### src/common/calc_defines.svh
`ifndef CALC_DEFINES_SVH
`define CALC_DEFINES_SVH

// cycles a row must stay low before a press counts
`define CALC_DEBOUNCE 10

// calculator word width, two's complement
`define CALC_WIDTH 16

`endif

### src/common/calc_pkg.sv
`include "calc_defines.svh"

package calc_pkg;

    typedef logic signed [`CALC_WIDTH-1:0] value_t;   // wraps, no overflow flag
    typedef logic [3:0] digit_t;                       // one decimal / BCD digit
    typedef logic [19:0] bcd_t;                        // five digits, lsd in [3:0]

    typedef enum logic [2:0] {
        TK_DIGIT,
        TK_OP,      // add, sub, mul or neg
        TK_EQUAL,
        TK_CLEAR
    } token_e;

    typedef enum logic [2:0] {
        OP_NONE,
        OP_ADD,
        OP_SUB,
        OP_MUL,
        OP_NEG      // applied at once to the operand, never pending
    } op_e;

endpackage

### src/common/keypad_pkg.sv
package keypad_pkg;

    // key index, row * 4 + column
    typedef logic [3:0] key_code_t;

    // scanner FSM
    typedef enum logic [1:0] {
        SCAN,       // walking the columns
        DEBOUNCE,   // column frozen, counting low cycles
        OFFER,      // key code waiting for the handshake
        RELEASE     // waiting for all rows high
    } scan_state_e;

endpackage

### src/keypad/key_decode.sv
`timescale 1ns/1ps

module key_decode (
    input  logic                  key_valid,
    input  keypad_pkg::key_code_t key_code,
    output logic                  key_ready,
    output logic                  tok_valid,
    output calc_pkg::token_e      tok_kind,
    output calc_pkg::digit_t      tok_digit,
    output calc_pkg::op_e         tok_op,
    input  logic                  tok_ready
);

    // pure translation, handshake straight through
    assign tok_valid = key_valid;
    assign key_ready = tok_ready;

    always_comb begin
        tok_kind  = calc_pkg::TK_DIGIT;
        tok_digit = 4'd0;
        tok_op    = calc_pkg::OP_NONE;
        case (key_code)
            4'd0:  tok_digit = 4'd1;
            4'd1:  tok_digit = 4'd2;
            4'd2:  tok_digit = 4'd3;
            4'd4:  tok_digit = 4'd4;
            4'd5:  tok_digit = 4'd5;
            4'd6:  tok_digit = 4'd6;
            4'd8:  tok_digit = 4'd7;
            4'd9:  tok_digit = 4'd8;
            4'd10: tok_digit = 4'd9;
            4'd13: tok_digit = 4'd0;
            4'd3: begin                 // A
                tok_kind = calc_pkg::TK_OP;
                tok_op   = calc_pkg::OP_ADD;
            end
            4'd7: begin                 // B
                tok_kind = calc_pkg::TK_OP;
                tok_op   = calc_pkg::OP_SUB;
            end
            4'd11: begin                // C
                tok_kind = calc_pkg::TK_OP;
                tok_op   = calc_pkg::OP_MUL;
            end
            4'd15: begin                // D
                tok_kind = calc_pkg::TK_OP;
                tok_op   = calc_pkg::OP_NEG;
            end
            4'd12: tok_kind = calc_pkg::TK_EQUAL;   // *
            default: tok_kind = calc_pkg::TK_CLEAR; // # is code 14
        endcase
    end

endmodule

### src/keypad/keypad_scan.sv
`timescale 1ns/1ps
`include "calc_defines.svh"

module keypad_scan (
    input  logic                  clk,
    input  logic                  nRST,
    input  logic [3:0]            row,        // pulled up, low when pressed
    output logic [3:0]            col,        // active column driven low
    output logic                  key_valid,
    output keypad_pkg::key_code_t key_code,
    input  logic                  key_ready
);

    localparam int CNT_W = $clog2(`CALC_DEBOUNCE + 1);

    keypad_pkg::scan_state_e state;
    logic [1:0]       col_idx;     // active column
    logic [1:0]       row_idx;     // lowest row reading low
    logic             any_low;     // some key down in active column
    logic             accept;      // debounce finished this cycle
    logic [CNT_W-1:0] db_cnt;      // consecutive low cycles seen so far

    assign col = ~(4'b0001 << col_idx);   // 1110 after reset
    assign any_low = ~&row;
    assign key_valid = (state == keypad_pkg::OFFER);

    // priority to the lowest row, two keys at once are not detected
    always_comb begin
        row_idx = 2'd0;
        for (int r = 3; r >= 0; r--) begin
            if (!row[r]) begin
                row_idx = 2'(r);
            end
        end
    end

    assign accept = (state == keypad_pkg::DEBOUNCE) && any_low &&
                    (db_cnt == CNT_W'(`CALC_DEBOUNCE - 1));

    always_ff @(posedge clk or negedge nRST) begin
        if (!nRST) begin
            state   <= keypad_pkg::SCAN;
            col_idx <= 2'd0;
            db_cnt  <= '0;
        end else begin
            case (state)
                keypad_pkg::SCAN: begin
                    if (any_low) begin
                        state  <= keypad_pkg::DEBOUNCE;   // column freezes here
                        db_cnt <= CNT_W'(1);              // first low cycle
                    end else begin
                        col_idx <= col_idx + 2'd1;        // wraps 3 -> 0
                    end
                end
                keypad_pkg::DEBOUNCE: begin
                    if (!any_low) begin
                        state <= keypad_pkg::SCAN;        // bounce, resume scan
                    end else if (accept) begin
                        state <= keypad_pkg::OFFER;
                    end else begin
                        db_cnt <= db_cnt + CNT_W'(1);
                    end
                end
                keypad_pkg::OFFER: begin
                    if (key_ready) begin
                        state <= keypad_pkg::RELEASE;
                    end
                end
                default: begin
                    // held key stays here, no repeat
                    if (!any_low) begin
                        state <= keypad_pkg::SCAN;
                    end
                end
            endcase
        end
    end

    // code latched once, stable through OFFER
    always_ff @(posedge clk) begin
        if (accept) begin
            key_code <= {row_idx, col_idx};   // row * 4 + col
        end
    end

endmodule

### src/logic/calc_execute.sv
`timescale 1ns/1ps

module calc_execute (
    input  logic             clk,
    input  logic             nRST,
    input  logic             tok_valid,
    input  calc_pkg::token_e tok_kind,
    input  calc_pkg::digit_t tok_digit,
    input  calc_pkg::op_e    tok_op,
    output logic             tok_ready,
    output logic             val_valid,
    output calc_pkg::value_t val,
    input  logic             val_ready
);

    calc_pkg::value_t operand, operand_next;   // number being typed
    calc_pkg::value_t acc, acc_next;           // running result
    calc_pkg::value_t show;                    // value offered after this token
    calc_pkg::op_e    pend_op, pend_next;      // operator waiting for its rhs
    logic             started, started_next;   // digit typed since last op/equal
    logic             take;

    // pending op on acc and operand, all arithmetic wraps
    function automatic calc_pkg::value_t apply_op(input calc_pkg::op_e    op,
                                                  input calc_pkg::value_t a,
                                                  input calc_pkg::value_t b,
                                                  input logic             b_started);
        calc_pkg::value_t r;
        case (op)
            calc_pkg::OP_ADD: r = a + b;
            calc_pkg::OP_SUB: r = a - b;
            calc_pkg::OP_MUL: r = a * b;        // low half of product
            default:          r = b_started ? b : a;   // keeps result after equals
        endcase
        return r;
    endfunction

    assign tok_ready = !val_valid;   // one-entry output register
    assign take      = tok_valid && tok_ready;

    always_comb begin
        operand_next = operand;
        acc_next     = acc;
        pend_next    = pend_op;
        started_next = started;
        show         = operand;
        case (tok_kind)
            calc_pkg::TK_DIGIT: begin
                operand_next = operand * calc_pkg::value_t'(10) + calc_pkg::value_t'(tok_digit);
                started_next = 1'b1;
                show         = operand_next;
            end
            calc_pkg::TK_OP: begin
                if (tok_op == calc_pkg::OP_NEG) begin
                    operand_next = -operand;       // sign change, operand stays open
                    show         = operand_next;
                end else begin
                    acc_next     = apply_op(pend_op, acc, operand, started);
                    pend_next    = tok_op;
                    operand_next = '0;
                    started_next = 1'b0;
                    show         = acc_next;
                end
            end
            calc_pkg::TK_EQUAL: begin
                acc_next     = apply_op(pend_op, acc, operand, started);
                pend_next    = calc_pkg::OP_NONE;
                operand_next = '0;
                started_next = 1'b0;
                show         = acc_next;
            end
            default: begin                         // clear
                acc_next     = '0;
                pend_next    = calc_pkg::OP_NONE;
                operand_next = '0;
                started_next = 1'b0;
                show         = '0;
            end
        endcase
    end

    always_ff @(posedge clk or negedge nRST) begin
        if (!nRST) begin
            operand   <= '0;
            acc       <= '0;
            pend_op   <= calc_pkg::OP_NONE;
            started   <= 1'b0;
            val_valid <= 1'b0;
        end else begin
            if (take) begin
                operand   <= operand_next;
                acc       <= acc_next;
                pend_op   <= pend_next;
                started   <= started_next;
                val_valid <= 1'b1;                 // value out one cycle later
            end else if (val_ready) begin
                val_valid <= 1'b0;
            end
        end
    end

    always_ff @(posedge clk) begin
        if (take) begin
            val <= show;
        end
    end

endmodule

### src/logic/calc_top.sv
`timescale 1ns/1ps

module calc_top (
    input  logic           clk,
    input  logic           nRST,
    input  logic [3:0]     row,
    output logic [3:0]     col,
    output logic           disp_valid,
    output logic           disp_neg,
    output calc_pkg::bcd_t disp_bcd,
    input  logic           disp_ready
);

    logic                  key_valid;    // scanner -> decoder
    logic                  key_ready;
    keypad_pkg::key_code_t key_code;
    logic                  tok_valid;    // decoder -> execute
    logic                  tok_ready;
    calc_pkg::token_e      tok_kind;
    calc_pkg::digit_t      tok_digit;
    calc_pkg::op_e         tok_op;
    logic                  val_valid;    // execute -> formatter
    logic                  val_ready;
    calc_pkg::value_t      val;

    keypad_scan i_scan (
        .clk(clk), .nRST(nRST), .row(row), .col(col),
        .key_valid(key_valid), .key_code(key_code), .key_ready(key_ready)
    );

    key_decode i_decode (
        .key_valid(key_valid), .key_code(key_code), .key_ready(key_ready),
        .tok_valid(tok_valid), .tok_kind(tok_kind), .tok_digit(tok_digit),
        .tok_op(tok_op), .tok_ready(tok_ready)
    );

    calc_execute i_exec (
        .clk(clk), .nRST(nRST),
        .tok_valid(tok_valid), .tok_kind(tok_kind), .tok_digit(tok_digit),
        .tok_op(tok_op), .tok_ready(tok_ready),
        .val_valid(val_valid), .val(val), .val_ready(val_ready)
    );

    result_format i_fmt (
        .clk(clk), .nRST(nRST),
        .val_valid(val_valid), .val(val), .val_ready(val_ready),
        .disp_valid(disp_valid), .disp_neg(disp_neg), .disp_bcd(disp_bcd),
        .disp_ready(disp_ready)
    );

endmodule

### src/logic/result_format.sv
`timescale 1ns/1ps

module result_format (
    input  logic             clk,
    input  logic             nRST,
    input  logic             val_valid,
    input  calc_pkg::value_t val,
    output logic             val_ready,
    output logic             disp_valid,
    output logic             disp_neg,
    output calc_pkg::bcd_t   disp_bcd,
    input  logic             disp_ready
);

    localparam int W     = $bits(calc_pkg::value_t);
    localparam int CNT_W = $clog2(W);

    typedef enum logic [1:0] {
        FMT_IDLE,
        FMT_LOAD,    // sign split, magnitude taken
        FMT_SHIFT,   // one double-dabble step per cycle
        FMT_DONE     // result held for the display
    } fmt_state_e;

    fmt_state_e       state;
    logic [CNT_W-1:0] step;       // shift steps done
    logic [W-1:0]     bin;        // raw value, then magnitude being shifted out
    calc_pkg::bcd_t   bcd;
    calc_pkg::bcd_t   bcd_adj;    // digits >= 5 bumped by 3
    logic             neg;

    assign val_ready  = (state == FMT_IDLE);
    assign disp_valid = (state == FMT_DONE);
    assign disp_neg   = neg;
    assign disp_bcd   = bcd;

    always_comb begin
        bcd_adj = bcd;
        for (int d = 0; d < 5; d++) begin
            if (bcd[4*d +: 4] >= 4'd5) begin
                bcd_adj[4*d +: 4] = bcd[4*d +: 4] + 4'd3;
            end
        end
    end

    always_ff @(posedge clk or negedge nRST) begin
        if (!nRST) begin
            state <= FMT_IDLE;
            step  <= '0;
        end else begin
            case (state)
                FMT_IDLE: begin
                    if (val_valid) begin
                        state <= FMT_LOAD;
                    end
                end
                FMT_LOAD: begin
                    state <= FMT_SHIFT;
                    step  <= '0;
                end
                FMT_SHIFT: begin
                    step <= step + CNT_W'(1);
                    if (step == CNT_W'(W - 1)) begin
                        state <= FMT_DONE;   // 17 cycles after the transfer
                    end
                end
                default: begin
                    if (disp_ready) begin
                        state <= FMT_IDLE;
                    end
                end
            endcase
        end
    end

    always_ff @(posedge clk) begin
        case (state)
            FMT_IDLE: begin
                if (val_valid) begin
                    bin <= val;
                end
            end
            FMT_LOAD: begin
                neg <= bin[W-1];
                bin <= bin[W-1] ? -bin : bin;    // -32768 gives 32768, fits unsigned
                bcd <= '0;
            end
            FMT_SHIFT: begin
                bcd <= {bcd_adj[18:0], bin[W-1]};   // msb of magnitude first
                bin <= bin << 1;
            end
            default: ;
        endcase
    end

endmodule

### config.mk
export PLATFORM = sky130hd
export DESIGN_NAME = calc_top
export DESIGN_NICKNAME = d
export VERILOG_FILES = /design/src/common/calc_pkg.sv /design/src/common/keypad_pkg.sv /design/src/keypad/key_decode.sv /design/src/keypad/keypad_scan.sv /design/src/logic/calc_execute.sv /design/src/logic/calc_top.sv /design/src/logic/result_format.sv
export VERILOG_INCLUDE_DIRS = /design/src /design/src/common
export SDC_FILE = /design/constraint.sdc
export NUM_CORES = 1
export LEC_CHECK = 0
export BUFFER_PORTS_ARGS = -buffer_cell sky130_fd_sc_hd__buf_2
export CORE_MARGIN = 5
export CORE_UTILIZATION = 65
export CTS_CLUSTER_DIAMETER = 60
export DETAILED_ROUTE_END_ITERATION = 6
export PLACE_DENSITY = 0.9
export RECOVER_POWER = 100
export SLEW_MARGIN = 15
export SYNTH_ARGS = -nofsm -noshare
export SYNTH_HDL_FRONTEND = slang
export SYNTH_HIERARCHICAL = 1
export SYNTH_SLANG_ARGS = --single-unit
### constraint.sdc
create_clock -name clk -period 10.9 [get_ports clk]
set_input_delay 0.545 -clock clk [delete_from_list [all_inputs] [get_ports clk]]
set_output_delay 0.545 -clock clk [all_outputs]
set_load 0.03 [all_outputs]
Word level (Yosys, flattened, before mapping). Cells that the tools add are included.

Bits in registers: 108. Input port bits: 7. Output and inout bits: 26. Word-level logic and storage cells: 148.

Add/subtract/negate cells: 13. Multipliers: 2. $lt $le $gt $ge: 5. Eq/ne operators: 36. Shift-type cells: 1. Mux-type cells: 44. Bitwise logic cells: 2. Reductions and logical operators: 27.

Operators by type and width (number): 16-bit case mux with 3 select lines (4); 16-bit 2-to-1 mux (6); 20-bit case mux with 2 select lines (1); 4-bit == test (second input constant) (9); 4-bit case mux with 9 select lines (1); 16-bit negator (2); 16-bit case mux with 2 select lines (1); 4-bit 2-to-1 mux (7); 4-bit by 3-bit >= comparator with 1-bit output (second input constant) (5); 2-bit 2-to-1 mux (10); 2-bit case mux with 3 select lines (3); 16-bit adder (1); 16-bit by 5-bit adder with 16-bit output (1); 4-bit by 2-bit adder with 4-bit output (second input constant) (4); 4-bit by 3-bit == test with 1-bit output (second input constant) (4); 16-bit by 16-bit multiplier with 16-bit output (1); 16-bit by 4-bit multiplier with 15-bit output (second input constant) (1); 4-bit case mux with 2 select lines (2); 16-bit subtractor (1); 3-bit case mux with 4 select lines (1); 4-bit AND reduction (3); 2-bit != test (second input constant) (5); 10-bit OR reduction (1); 3-bit AND reduction (3); other kinds (30) (53).

Depth between registers and ports, before layout. Gate-level depths: netlist of run 1.

Depth after elaboration: 7. Depth in mapped cells: 25. Mapped depth without buffers: 23.

Modules after synthesis. Netlist of run 1, hierarchy kept.

By module, submodules not included: calc_execute (times used 1, cells an instance 1068, area an instance 9022.4 um^2, sequential area each 1406.3 um^2); result_format (times used 1, cells an instance 267, area an instance 2656.3 um^2, sequential area each 1261.2 um^2); keypad_scan (times used 1, cells an instance 68, area an instance 740.7 um^2, sequential area each 320.3 um^2); key_decode (times used 1, cells an instance 27, area an instance 176.4 um^2, sequential area each 0.0 um^2).

Worst setup path before layout of run 1. Ideal clock, no wire load.

Path type: flip-flop to flip-flop. From: register i_exec.operand[6]. To: register i_exec.val[14] (data pin). Setup time: 0.267 ns. Arrival time: 5.594 ns. Data required time: 10.633 ns. Path slack: 5.039 ns. Cell stages (with the launch flop): 25. Buffers on the path: 2. Clock period less this slack: 5.861 ns. Path through: dfrtp_1 -> clkbuf_1 -> clkbuf_1 -> nand2_1 -> fa_1 -> fa_1 -> inv_1 -> ha_1 -> inv_1 -> fa_1 -> inv_1 -> ha_1 -> inv_1 -> fa_1 -> inv_1 -> ha_1 -> and3_1 -> a2111oi_4 -> a21oi_1 -> a21o_1 -> a21oi_2 -> a21oi_1 -> xor2_1 -> a221oi_1 -> o21ai_0.

Longest elaborated chain between the ends: 4. Elaborated cells on any way between the ends: 9. Those cells by class: add/sub (4); mul (2); mux (3).

Ends and longest elaborated chain: from (decl) (RTL line calc_execute.sv:16) `calc_pkg::value_t operand, operand_next;`; from (signal assigned) (RTL line calc_execute.sv:91) `operand <= operand_next;`; parallel branches: the longest is 3 deep, another holds 16-bit by 4-bit multiplier with 15-bit output; 16-bit case mux with 3 select lines * (RTL line calc_execute.sv:47) `case (tok_kind)`; net i_exec.show[14] (RTL line calc_execute.sv:18) `calc_pkg::value_t show;`; to (signal assigned) (RTL line calc_execute.sv:104) `val <= show;`; to (decl) (RTL line calc_execute.sv:12) `output calc_pkg::value_t val,`.

Mark *: on every way through the listed nets, which the timed path passes. A chain may end at the register's enable or synchronous reset.

Final worst setup path of run 1.
From: register i_exec.operand[2]. To: register i_exec.val[14] (data pin).

Same word-level chain as after synthesis.

==> results.md, run 1 <==
* Status: finished with violations
* Violated checks: max-capacitance violations, max-slew violations
* CP max FO at 22
* Initial core utilization at 0.654
* TritonCTS buffer count at 9
* Final total power at 4160 uW
* Clk_skew at 0.00996 ns
* Post-DRT Antenna Nets at 0
* FILL cells at 1489
* Post-synthesis cell count at 1430
* Setup repair after global routing missed its margin: false
* Multi-input gate area at 0.00860 mm^2
* Wire length of the first global-routing pass at 51400 um
* Synth Cell Area at 0.0126 mm^2
* Die width at 149 um
* Total GRT Usage at 0.284
* Initial antenna violation count at 1
* Critical path type: reg -> reg
* Distinct cells, synth at 84
* CP Launch Type: flop
* Post-synthesis sequential area ratio at 0.237
* Hold Vio Cnt, Final at 0
* Commonest non-fill, non-tap cells in the layout: 192 x nand2_1, 174 x inv_1, 131 x ha_1
* DRT iter0 DRCs at 932
* Worst Tran Pin Value at 2.94 ns
* Synth warn at 6
* Fin crit share at 0.628
* Primary FF master, synth: edfxtp_1
* Routed vias at 10321
* Antenna fix cells at 0
* Fin crit period at 6.84 ns
* Post-DR wirelength/cell at 18.3 um
* Area growth from synthesis to layout at 3.69%
* Worst slew margin at -0.957
* Die Height at 149 um
* CP required at 10.99 ns
* Commonest non-fill, non-tap cell in the layout: nand2_1
* CTS resizes at 0
* CTS tree: built
* Avg Inst Size Synth at 8.81 um^2
* Detailed Routing Iterations Pass 1 at 6
* Seq cells post-synth at 108
* Ys async rst share at 0.472
* Root Buffer: clkbuf_16
* DP Wirelength at 22400 um
* Worst VDD drop at 201 uV
* Max clock buf depth at 2
* Kind of end point of the critical path: flop
* Worst-Skew Late Latency at 0.36 ns
* Vias per std cell at 6.12
* Die area at 0.0223 mm^2
* GP Congestion at 1.03
* Clock Pin Slew Worst Setup and Hold Paths at 0.08 ns
* # Max-Cap Violations at 4
* Pwr dens at 319 mW/mm^2
* Pins Over Slew Limit at 151
* Num ports at 33
* Syn Nets at 1650
* Largest net degree at the start of global routing at 63
* FP Rows at 51
* Total core area at 0.0193 mm^2
* Final setup TNS at 0 ns
* # H-tree levels at 3
* CTS Hold Bufs at 0
* Final setup violation count at 0
* IO Port Bufs at 32
* Post-route DRC at 0
* Register area at 0.00299 mm^2
* Fin nets at 1637
* Max Fclk at 146 MHz
* Fraction of layout cells with a size suffix above 1 at 0.0366
* Leak Pwr at 0.00602 uW
* Worst path arrival time at 6.93 ns
* EDFF count, synth at 57
* Number of global-route vias before repair at 10617
* Setup repair bufs after CTS at 0
* HP Class: in -> reg
* Routed Wire Length at 30800 um
* Gr ovfl total at 0
* Clock Sinks at 108
critical path, stage by stage (launching register included):
cell and delay [ns]:
dfrtp_1 0.94, and2_0 0.26, fa_1 0.43, inv_1 0.08
fa_1 0.40, inv_1 0.07, ha_1 0.13, inv_1 0.05
fa_1 0.54, inv_1 0.05, ha_1 0.26, inv_1 0.05
fa_1 0.53, inv_1 0.04, ha_1 0.33, and3_1 0.17
a2111oi_0 0.74, a21oi_1 0.24, a21o_1 0.23, a21oi_1 0.27
a21oi_1 0.13, xor2_1 0.16, a221oi_1 0.34, o21ai_0 0.12
power breakdown:
part | switching, uW | leakage, uW | internal (uW)
Combinational | 1670 | 0.00464 | 1140
Sequential | 344 | 0.00122 | 673
Clock | 171 | 0.000151 | 165
Total | 2180 | 0.00602 | 1980
cells in the mapped netlist, types with 7 or more instances:
cell type	number	share of area
ha_1	131	0.13
nand3_1	18	0.0072
and2_1	71	0.035
mux2i_1	17	0.014
edfxtp_1	57	0.14
nand2b_1	24	0.012
o21a_1	7	0.0042
a21boi_0	8	0.0048
or2_2	7	0.0035
o21ai_0	87	0.035
nor2b_1	15	0.0075
fa_1	82	0.13
and3_1	8	0.0040
xor2_1	32	0.022
o221ai_1	9	0.0063
nand2_1	192	0.057
a22o_1	11	0.0076
a211oi_1	8	0.0048
a21oi_1	36	0.014
a22oi_1	10	0.0060
clkbuf_1	53	0.016
dfrtp_1	51	0.10
inv_1	174	0.052
nor3_1	13	0.0052
a21o_1	22	0.013
xnor2_1	87	0.060
o211a_1	7	0.0056
nor2_1	73	0.022
state kept, by name, indices dropped and copies added (netlist names):
| signal | cells |
|---|---|
| i_scan/state | 2 |
| i_exec/operand | 16 |
| i_fmt/step | 4 |
| i_fmt/state | 2 |
| i_exec/val | 16 |
| i_fmt/bin | 16 |
| i_fmt/disp_neg | 1 |
| i_exec/val_valid | 1 |
| i_scan/db_cnt | 4 |
| i_exec/acc | 16 |
| i_scan/col_idx | 2 |
| i_scan/key_code | 4 |
| i_fmt/disp_bcd | 20 |
| i_exec/pend_op | 3 |
| i_exec/started | 1 |
final cells by class:
class | instances | share of cell area
clock buffer | 9 | 0.0172
timing repair buffer | 42 | 0.0142
clock inverter | 7 | 0.00604
inverter | 174 | 0.0500
tap | 265 | 0.0254
sequential | 108 | 0.229
multi-input combinational | 1082 | 0.658
stage by stage:
step	hold WS [ns]	utilization	area (um^2)	instances	setup WS [ns]
2_1_floorplan	0.249	-	12600	1430	5.04
3_3_place_gp	0.495	0.668	12900	1671	4.72
3_5_place_dp	0.518	0.668	12900	1671	4.59
4_1_cts	0.330	0.684	13200	1687	4.58
5_1_grt	0.517	0.678	13100	1687	3.64
6_report	0.514	0.678	13100	1687	4.06
cell families (layout without fill, tap and decap cells):
kind of cell             count (synthesis)  in the layout  share of synthesized area
buffers and inverters                  240            232                     0.0747
multiplexers                            21             21                     0.0171
flip-flops                             108            108                      0.237
AND/OR/NAND/NOR                        461            461                      0.182
other                                    1              1                   0.000298
adder cells (fa/ha/maj)                213            213                      0.260
XOR/XNOR                               120            120                     0.0840
AO/OA/AOI/OAI                          266            266                      0.144
worst paths after layout:
path                                         end  slack [ns]               from  cells past startpoint
worst min-delay path              i_fmt/state[0]        0.51         disp_ready                      3
worst max register to register    i_exec/val[14]        4.06  i_exec/operand[2]                     23
worst max-delay path              i_exec/val[14]        4.06  i_exec/operand[2]                     23
min in group asynchronous       i_scan/db_cnt[3]        1.23               nRST                      2
max in group asynchronous          i_exec/acc[0]        8.00               nRST                      2
worst min register to register     i_fmt/step[0]        0.53      i_fmt/step[0]                      1
metal layers:
layer	track usage	wire, um	vias to the layer above
li1	-	-	4736
met1	0.360	11700	4885
met2	0.485	15100	575
met3	0.0410	2800	123
met4	0.124	1260	2
met5	0	7	-
No activity file was read; power rests on OpenSTA's default activity.
==> run 2: changes to the inputs <==
--- a/config.mk
+++ b/config.mk
@@ -6,12 +6,13 @@
 export SDC_FILE = /design/constraint.sdc
 export NUM_CORES = 1
 export LEC_CHECK = 0
+export ABC_AREA = 1
 export BUFFER_PORTS_ARGS = -buffer_cell sky130_fd_sc_hd__buf_2
 export CORE_MARGIN = 5
 export CORE_UTILIZATION = 65
 export CTS_CLUSTER_DIAMETER = 60
 export DETAILED_ROUTE_END_ITERATION = 6
-export PLACE_DENSITY = 0.9
+export PLACE_DENSITY = 0.89
 export RECOVER_POWER = 100
 export SLEW_MARGIN = 15
 export SYNTH_ARGS = -nofsm -noshare
==> constraint.sdc (replaced) <==
create_clock -name clk -period 6.51 [get_ports clk]
set_input_delay 0.3255 -clock clk [delete_from_list [all_inputs] [get_ports clk]]
set_output_delay 0.3255 -clock clk [all_outputs]
set_load 0.03 [all_outputs]
==> run 2 against run 1 <==
Against the previous run:
- the flow still finishes with violations (max-capacitance violations, max-slew violations)
- critical path depth down 1
- worst hold slack worse by 0.18 ns
- synthesized cell count up 29%
- sequential power up 65%
- maximum frequency up 15%
- wire length up 20%
- utilization up 0.77 points
- total power up 73%
- clock power up 65%
- critical path type unchanged
- largest cell class unchanged
- highest routed layer is now met4
==> results.md, run 2 <==
* Fin crit share at 0.915 (was 0.628)
* Status: finished with violations (unchanged)
* CP max FO at 16 (was 22)
* Max FFs per register at 20 (unchanged)
* Worst Tran Pin Value at 3.16 ns (was 2.94 ns)
* CP Launch Type: flop (unchanged)
* Die area at 0.0235 mm^2 (was 0.0223 mm^2)
* Post-DR wirelength/cell at 17.3 um (was 18.3 um)
* CTS tree: built (unchanged)
* Leak Pwr at 0.00746 uW (was 0.00602 uW)
* Pins Over Slew Limit at 89 (was 151)
* Initial antenna violation count at 0 (was 1)
* Seq cells post-synth at 108 (unchanged)
* Max Used Layer: met4 (was met5)
* Wire length of the first global-routing pass at 60300 um (was 51400 um)
* Clk_skew at 0.0169 ns (was 0.00996 ns)
* Commonest non-fill, non-tap cells in the layout: 476 x nand2_1, 363 x inv_1, 131 x ha_1 (was 192 x nand2_1, 174 x inv_1, 131 x ha_1)
* Die Height at 153 um (was 149 um)
* Critical path type: reg -> reg (unchanged)
* Switching pwr at 4240 uW (was 2180 uW)
* Commonest non-fill, non-tap cell in the layout: nand2_1 (unchanged)
* Setup repair bufs after CTS at 0 (unchanged)
* Total core area at 0.0202 mm^2 (was 0.0193 mm^2)
* Register area at 0.00299 mm^2 (unchanged)
* Reg2Reg Launch Point: i_exec/acc[4] (was i_exec/operand[2])
* Clock group share of total power at 0.077 (was 0.081)
* FILL cells at 1690 (was 1489)
* Fin crit period at 5.96 ns (was 6.84 ns)
* Total GRT Usage at 0.315 (was 0.284)
* GP Congestion at 1.03 (about the same)
* Clock Pin Slew Worst Setup and Hold Paths at 0.09 ns (was 0.08 ns)
* Post-synthesis cell count at 1850 (was 1430)
* IO Port Bufs at 32 (unchanged)
* Hold Vio Cnt, Final at 0 (unchanged)
* Avg Inst Size Synth at 7.20 um^2 (was 8.81 um^2)
* Number of global-route vias before repair at 11897 (was 10617)
* Final setup violation count at 0 (unchanged)
* Final total power at 7220 uW (was 4160 uW)
* Distinct cells, synth at 62 (was 84)
* Fin util at 0.685 (was 0.678)
* EDFF count, synth at 57 (unchanged)
* CP Launch Point: i_exec/acc[4] (was i_exec/operand[2])
* Worst VDD drop at 285 uV (was 201 uV)
* Internal cell power at 2980 uW (was 1980 uW)
* Multi-input gate area at 0.00854 mm^2 (was 0.00860 mm^2)
* FF-to-FF End: i_exec/val[14] (unchanged)
* Die width at 153 um (was 149 um)
* Vias per std cell at 5.83 (was 6.12)
* Hold path cells at 2 (was 3)
* Largest net degree at the start of global routing at 52 (was 63)
* Post-synth top cells: 472 x nand2_1, 359 x inv_1, 131 x ha_1, 119 x o21ai_0, 106 x nand3_1 (was 192 x nand2_1, 174 x inv_1, 131 x ha_1, 87 x o21ai_0, 87 x xnor2_1)
* CP endpoint: i_exec/val[14] (unchanged)
* Antenna fix cells at 0 (unchanged)
* Final hold slack at 0.335 ns (was 0.514 ns)
* Count leader, synth: nand2_1 (unchanged)
* Fin nets at 2076 (was 1637)
* Sequential power share at 0.232 (was 0.244)
* Fraction of layout cells with a size suffix above 1 at 0.0537 (was 0.0366)
* Area growth from synthesis to layout at 4.12% (was 3.69%)
* Routed Wire Length at 36900 um (was 30800 um)
* Max clock buf depth at 2 (unchanged)
* Final setup TNS at 0 ns (unchanged)
* Post-DRT Antenna Nets at 0 (unchanged)
* Worst path arrival time at 6.09 ns (was 6.93 ns)
* CTS Hold Bufs at 0 (unchanged)
* Pwr dens at 520 mW/mm^2 (was 319 mW/mm^2)
* FP Rows at 52 (was 51)
* Post-route DRC at 0 (unchanged)
* Synth Cell Area at 0.0133 mm^2 (was 0.0126 mm^2)
* Ys async rst share at 0.472 (unchanged)
* Post-synth top area share at 0.133 (was 0.136)
* CP required at 6.64 ns (was 10.99 ns)
* Setup repair after global routing missed its margin: false (unchanged)
* # H-tree levels at 3 (unchanged)
* Syn Nets at 2070 (was 1650)
* Pre-CTS WS at 0.629 ns (was 4.59 ns)
* Initial core utilization at 0.658 (was 0.654)
* Kind of end point of the critical path: flop (unchanged)
* Synth warn at 6 (unchanged)
* HP Class: in -> reg (unchanged)
* TritonCTS buffer count at 9 (unchanged)
* Worst-Skew Late Latency at 0.37 ns (was 0.36 ns)
* Combinational power share at 0.691 (was 0.675)
* Max Fclk at 168 MHz (was 146 MHz)
* Synth area leaders: nand2_1 13%, edfxtp_1 13%, fa_1 12% (was edfxtp_1 14%, fa_1 13%, ha_1 13%)
* Area leader, netlist: nand2_1 (was edfxtp_1)
* CTS resizes at 0 (unchanged)
* Gr ovfl total at 0 (unchanged)
* R2R setup slack at 0.55 ns (was 4.06 ns)
* Clock Sinks at 108 (unchanged)
* DRT iter0 DRCs at 1476 (was 932)
* Cell count of the worst reg-to-reg path at 22 (was 23)
* DR WL met3 at 3820 um (was 2800 um)
* WL met2 at 16600 um (was 15100 um)
* DP Wirelength at 28900 um (was 22400 um)
* Violated checks: max-capacitance violations, max-slew violations (unchanged)
* Post-synthesis sequential area ratio at 0.224 (was 0.237)
* Detailed Routing Iterations Pass 1 at 6 (unchanged)
* Worst slew margin at -1.11 (was -0.957)
* Switching part of the total at 0.587 (was 0.525)
* Num ports at 33 (unchanged)
* Final worst-path setup slack at 0.552 ns (was 4.06 ns)
* Routed vias at 12415 (was 10321)
* WL met1 at 14700 um (was 11700 um)
* # Max-Cap Violations at 2 (was 4)
* Root Buffer: clkbuf_16 (unchanged)
* Primary FF master, synth: edfxtp_1 (unchanged)
run 2: logic make-up (layout without fill, tap and decap cells):
family,count (synthesis),in the layout,share of synthesized area
other cells,1,1,0.000282
compound gates,280,280,0.120
simple gates,771,771,0.254
flops,108,108,0.224
fa+ha+maj,213,213,0.246
buf+inv,442,453,0.131
xor+xnor,35,35,0.0241
run 2: worst min-delay path by stage:
stage / slack (ns) / end / startpoint
global placement: 0.49 / i_fmt/disp_neg / i_fmt/bin[15]
finish: 0.34 / i_scan/key_code[2] / row[1]
global route: 0.34 / i_scan/key_code[2] / row[1]
detailed placement: 0.50 / i_fmt/disp_neg / i_fmt/bin[15]
CTS: 0.13 / i_exec/acc[2] / nRST
floorplan: 0.03 / i_exec/acc[0] / nRST
run 2: through the flow:
step	std cells	instance area [um^2]
global placement	2115	13700
floorplan	1850	13300
detailed placement	2115	13700
finish	2131	13900
CTS	2131	14000
global route	2131	13900
run 2: per-layer routing:
metal / global-route usage / vias to the layer above
li1: - / 5846
met1: 0.431 / 5732
met2: 0.498 / 702
met3: 0.0551 / 135
met4: 0.128 / 0
met5: 0 / -
run 2: cell type report:
cell class,instances,share of cell area
clock buffer,9,0.0162
clock inverter,7,0.00451
inverter,383,0.104
multi-input combinational,1300,0.616
sequential,108,0.215
tap,270,0.0244
timing repair buffer,54,0.0199
run 2: worst max-delay path, stage by stage (launching register included):
cell and delay, ns:
dfrtp_1 0.65, nand2_1 0.18, inv_1 0.08, fa_1 0.54, inv_1 0.06, fa_1 0.49, fa_1 0.43, fa_1 0.55
inv_1 0.05, fa_1 0.47, inv_1 0.06, fa_1 0.54, inv_1 0.05, ha_1 0.33, inv_1 0.08, nor4_1 0.39
nand3_1 0.13, nand3_1 0.13, a21oi_1 0.06, o21ai_0 0.14, nand3_1 0.16, nand2_1 0.09, nand3_1 0.07
run 2: power groups by stage:
stage / registers, uW / logic, uW / clock network [uW]
after global placement: 1630 / 4810 / 0
after CTS: 1640 / 4930 / 557
after global routing: 1710 / 5500 / 583
final: 1680 / 4990 / 556
after detailed placement: 1650 / 4890 / 0
after floorplan: 1480 / 3690 / 0
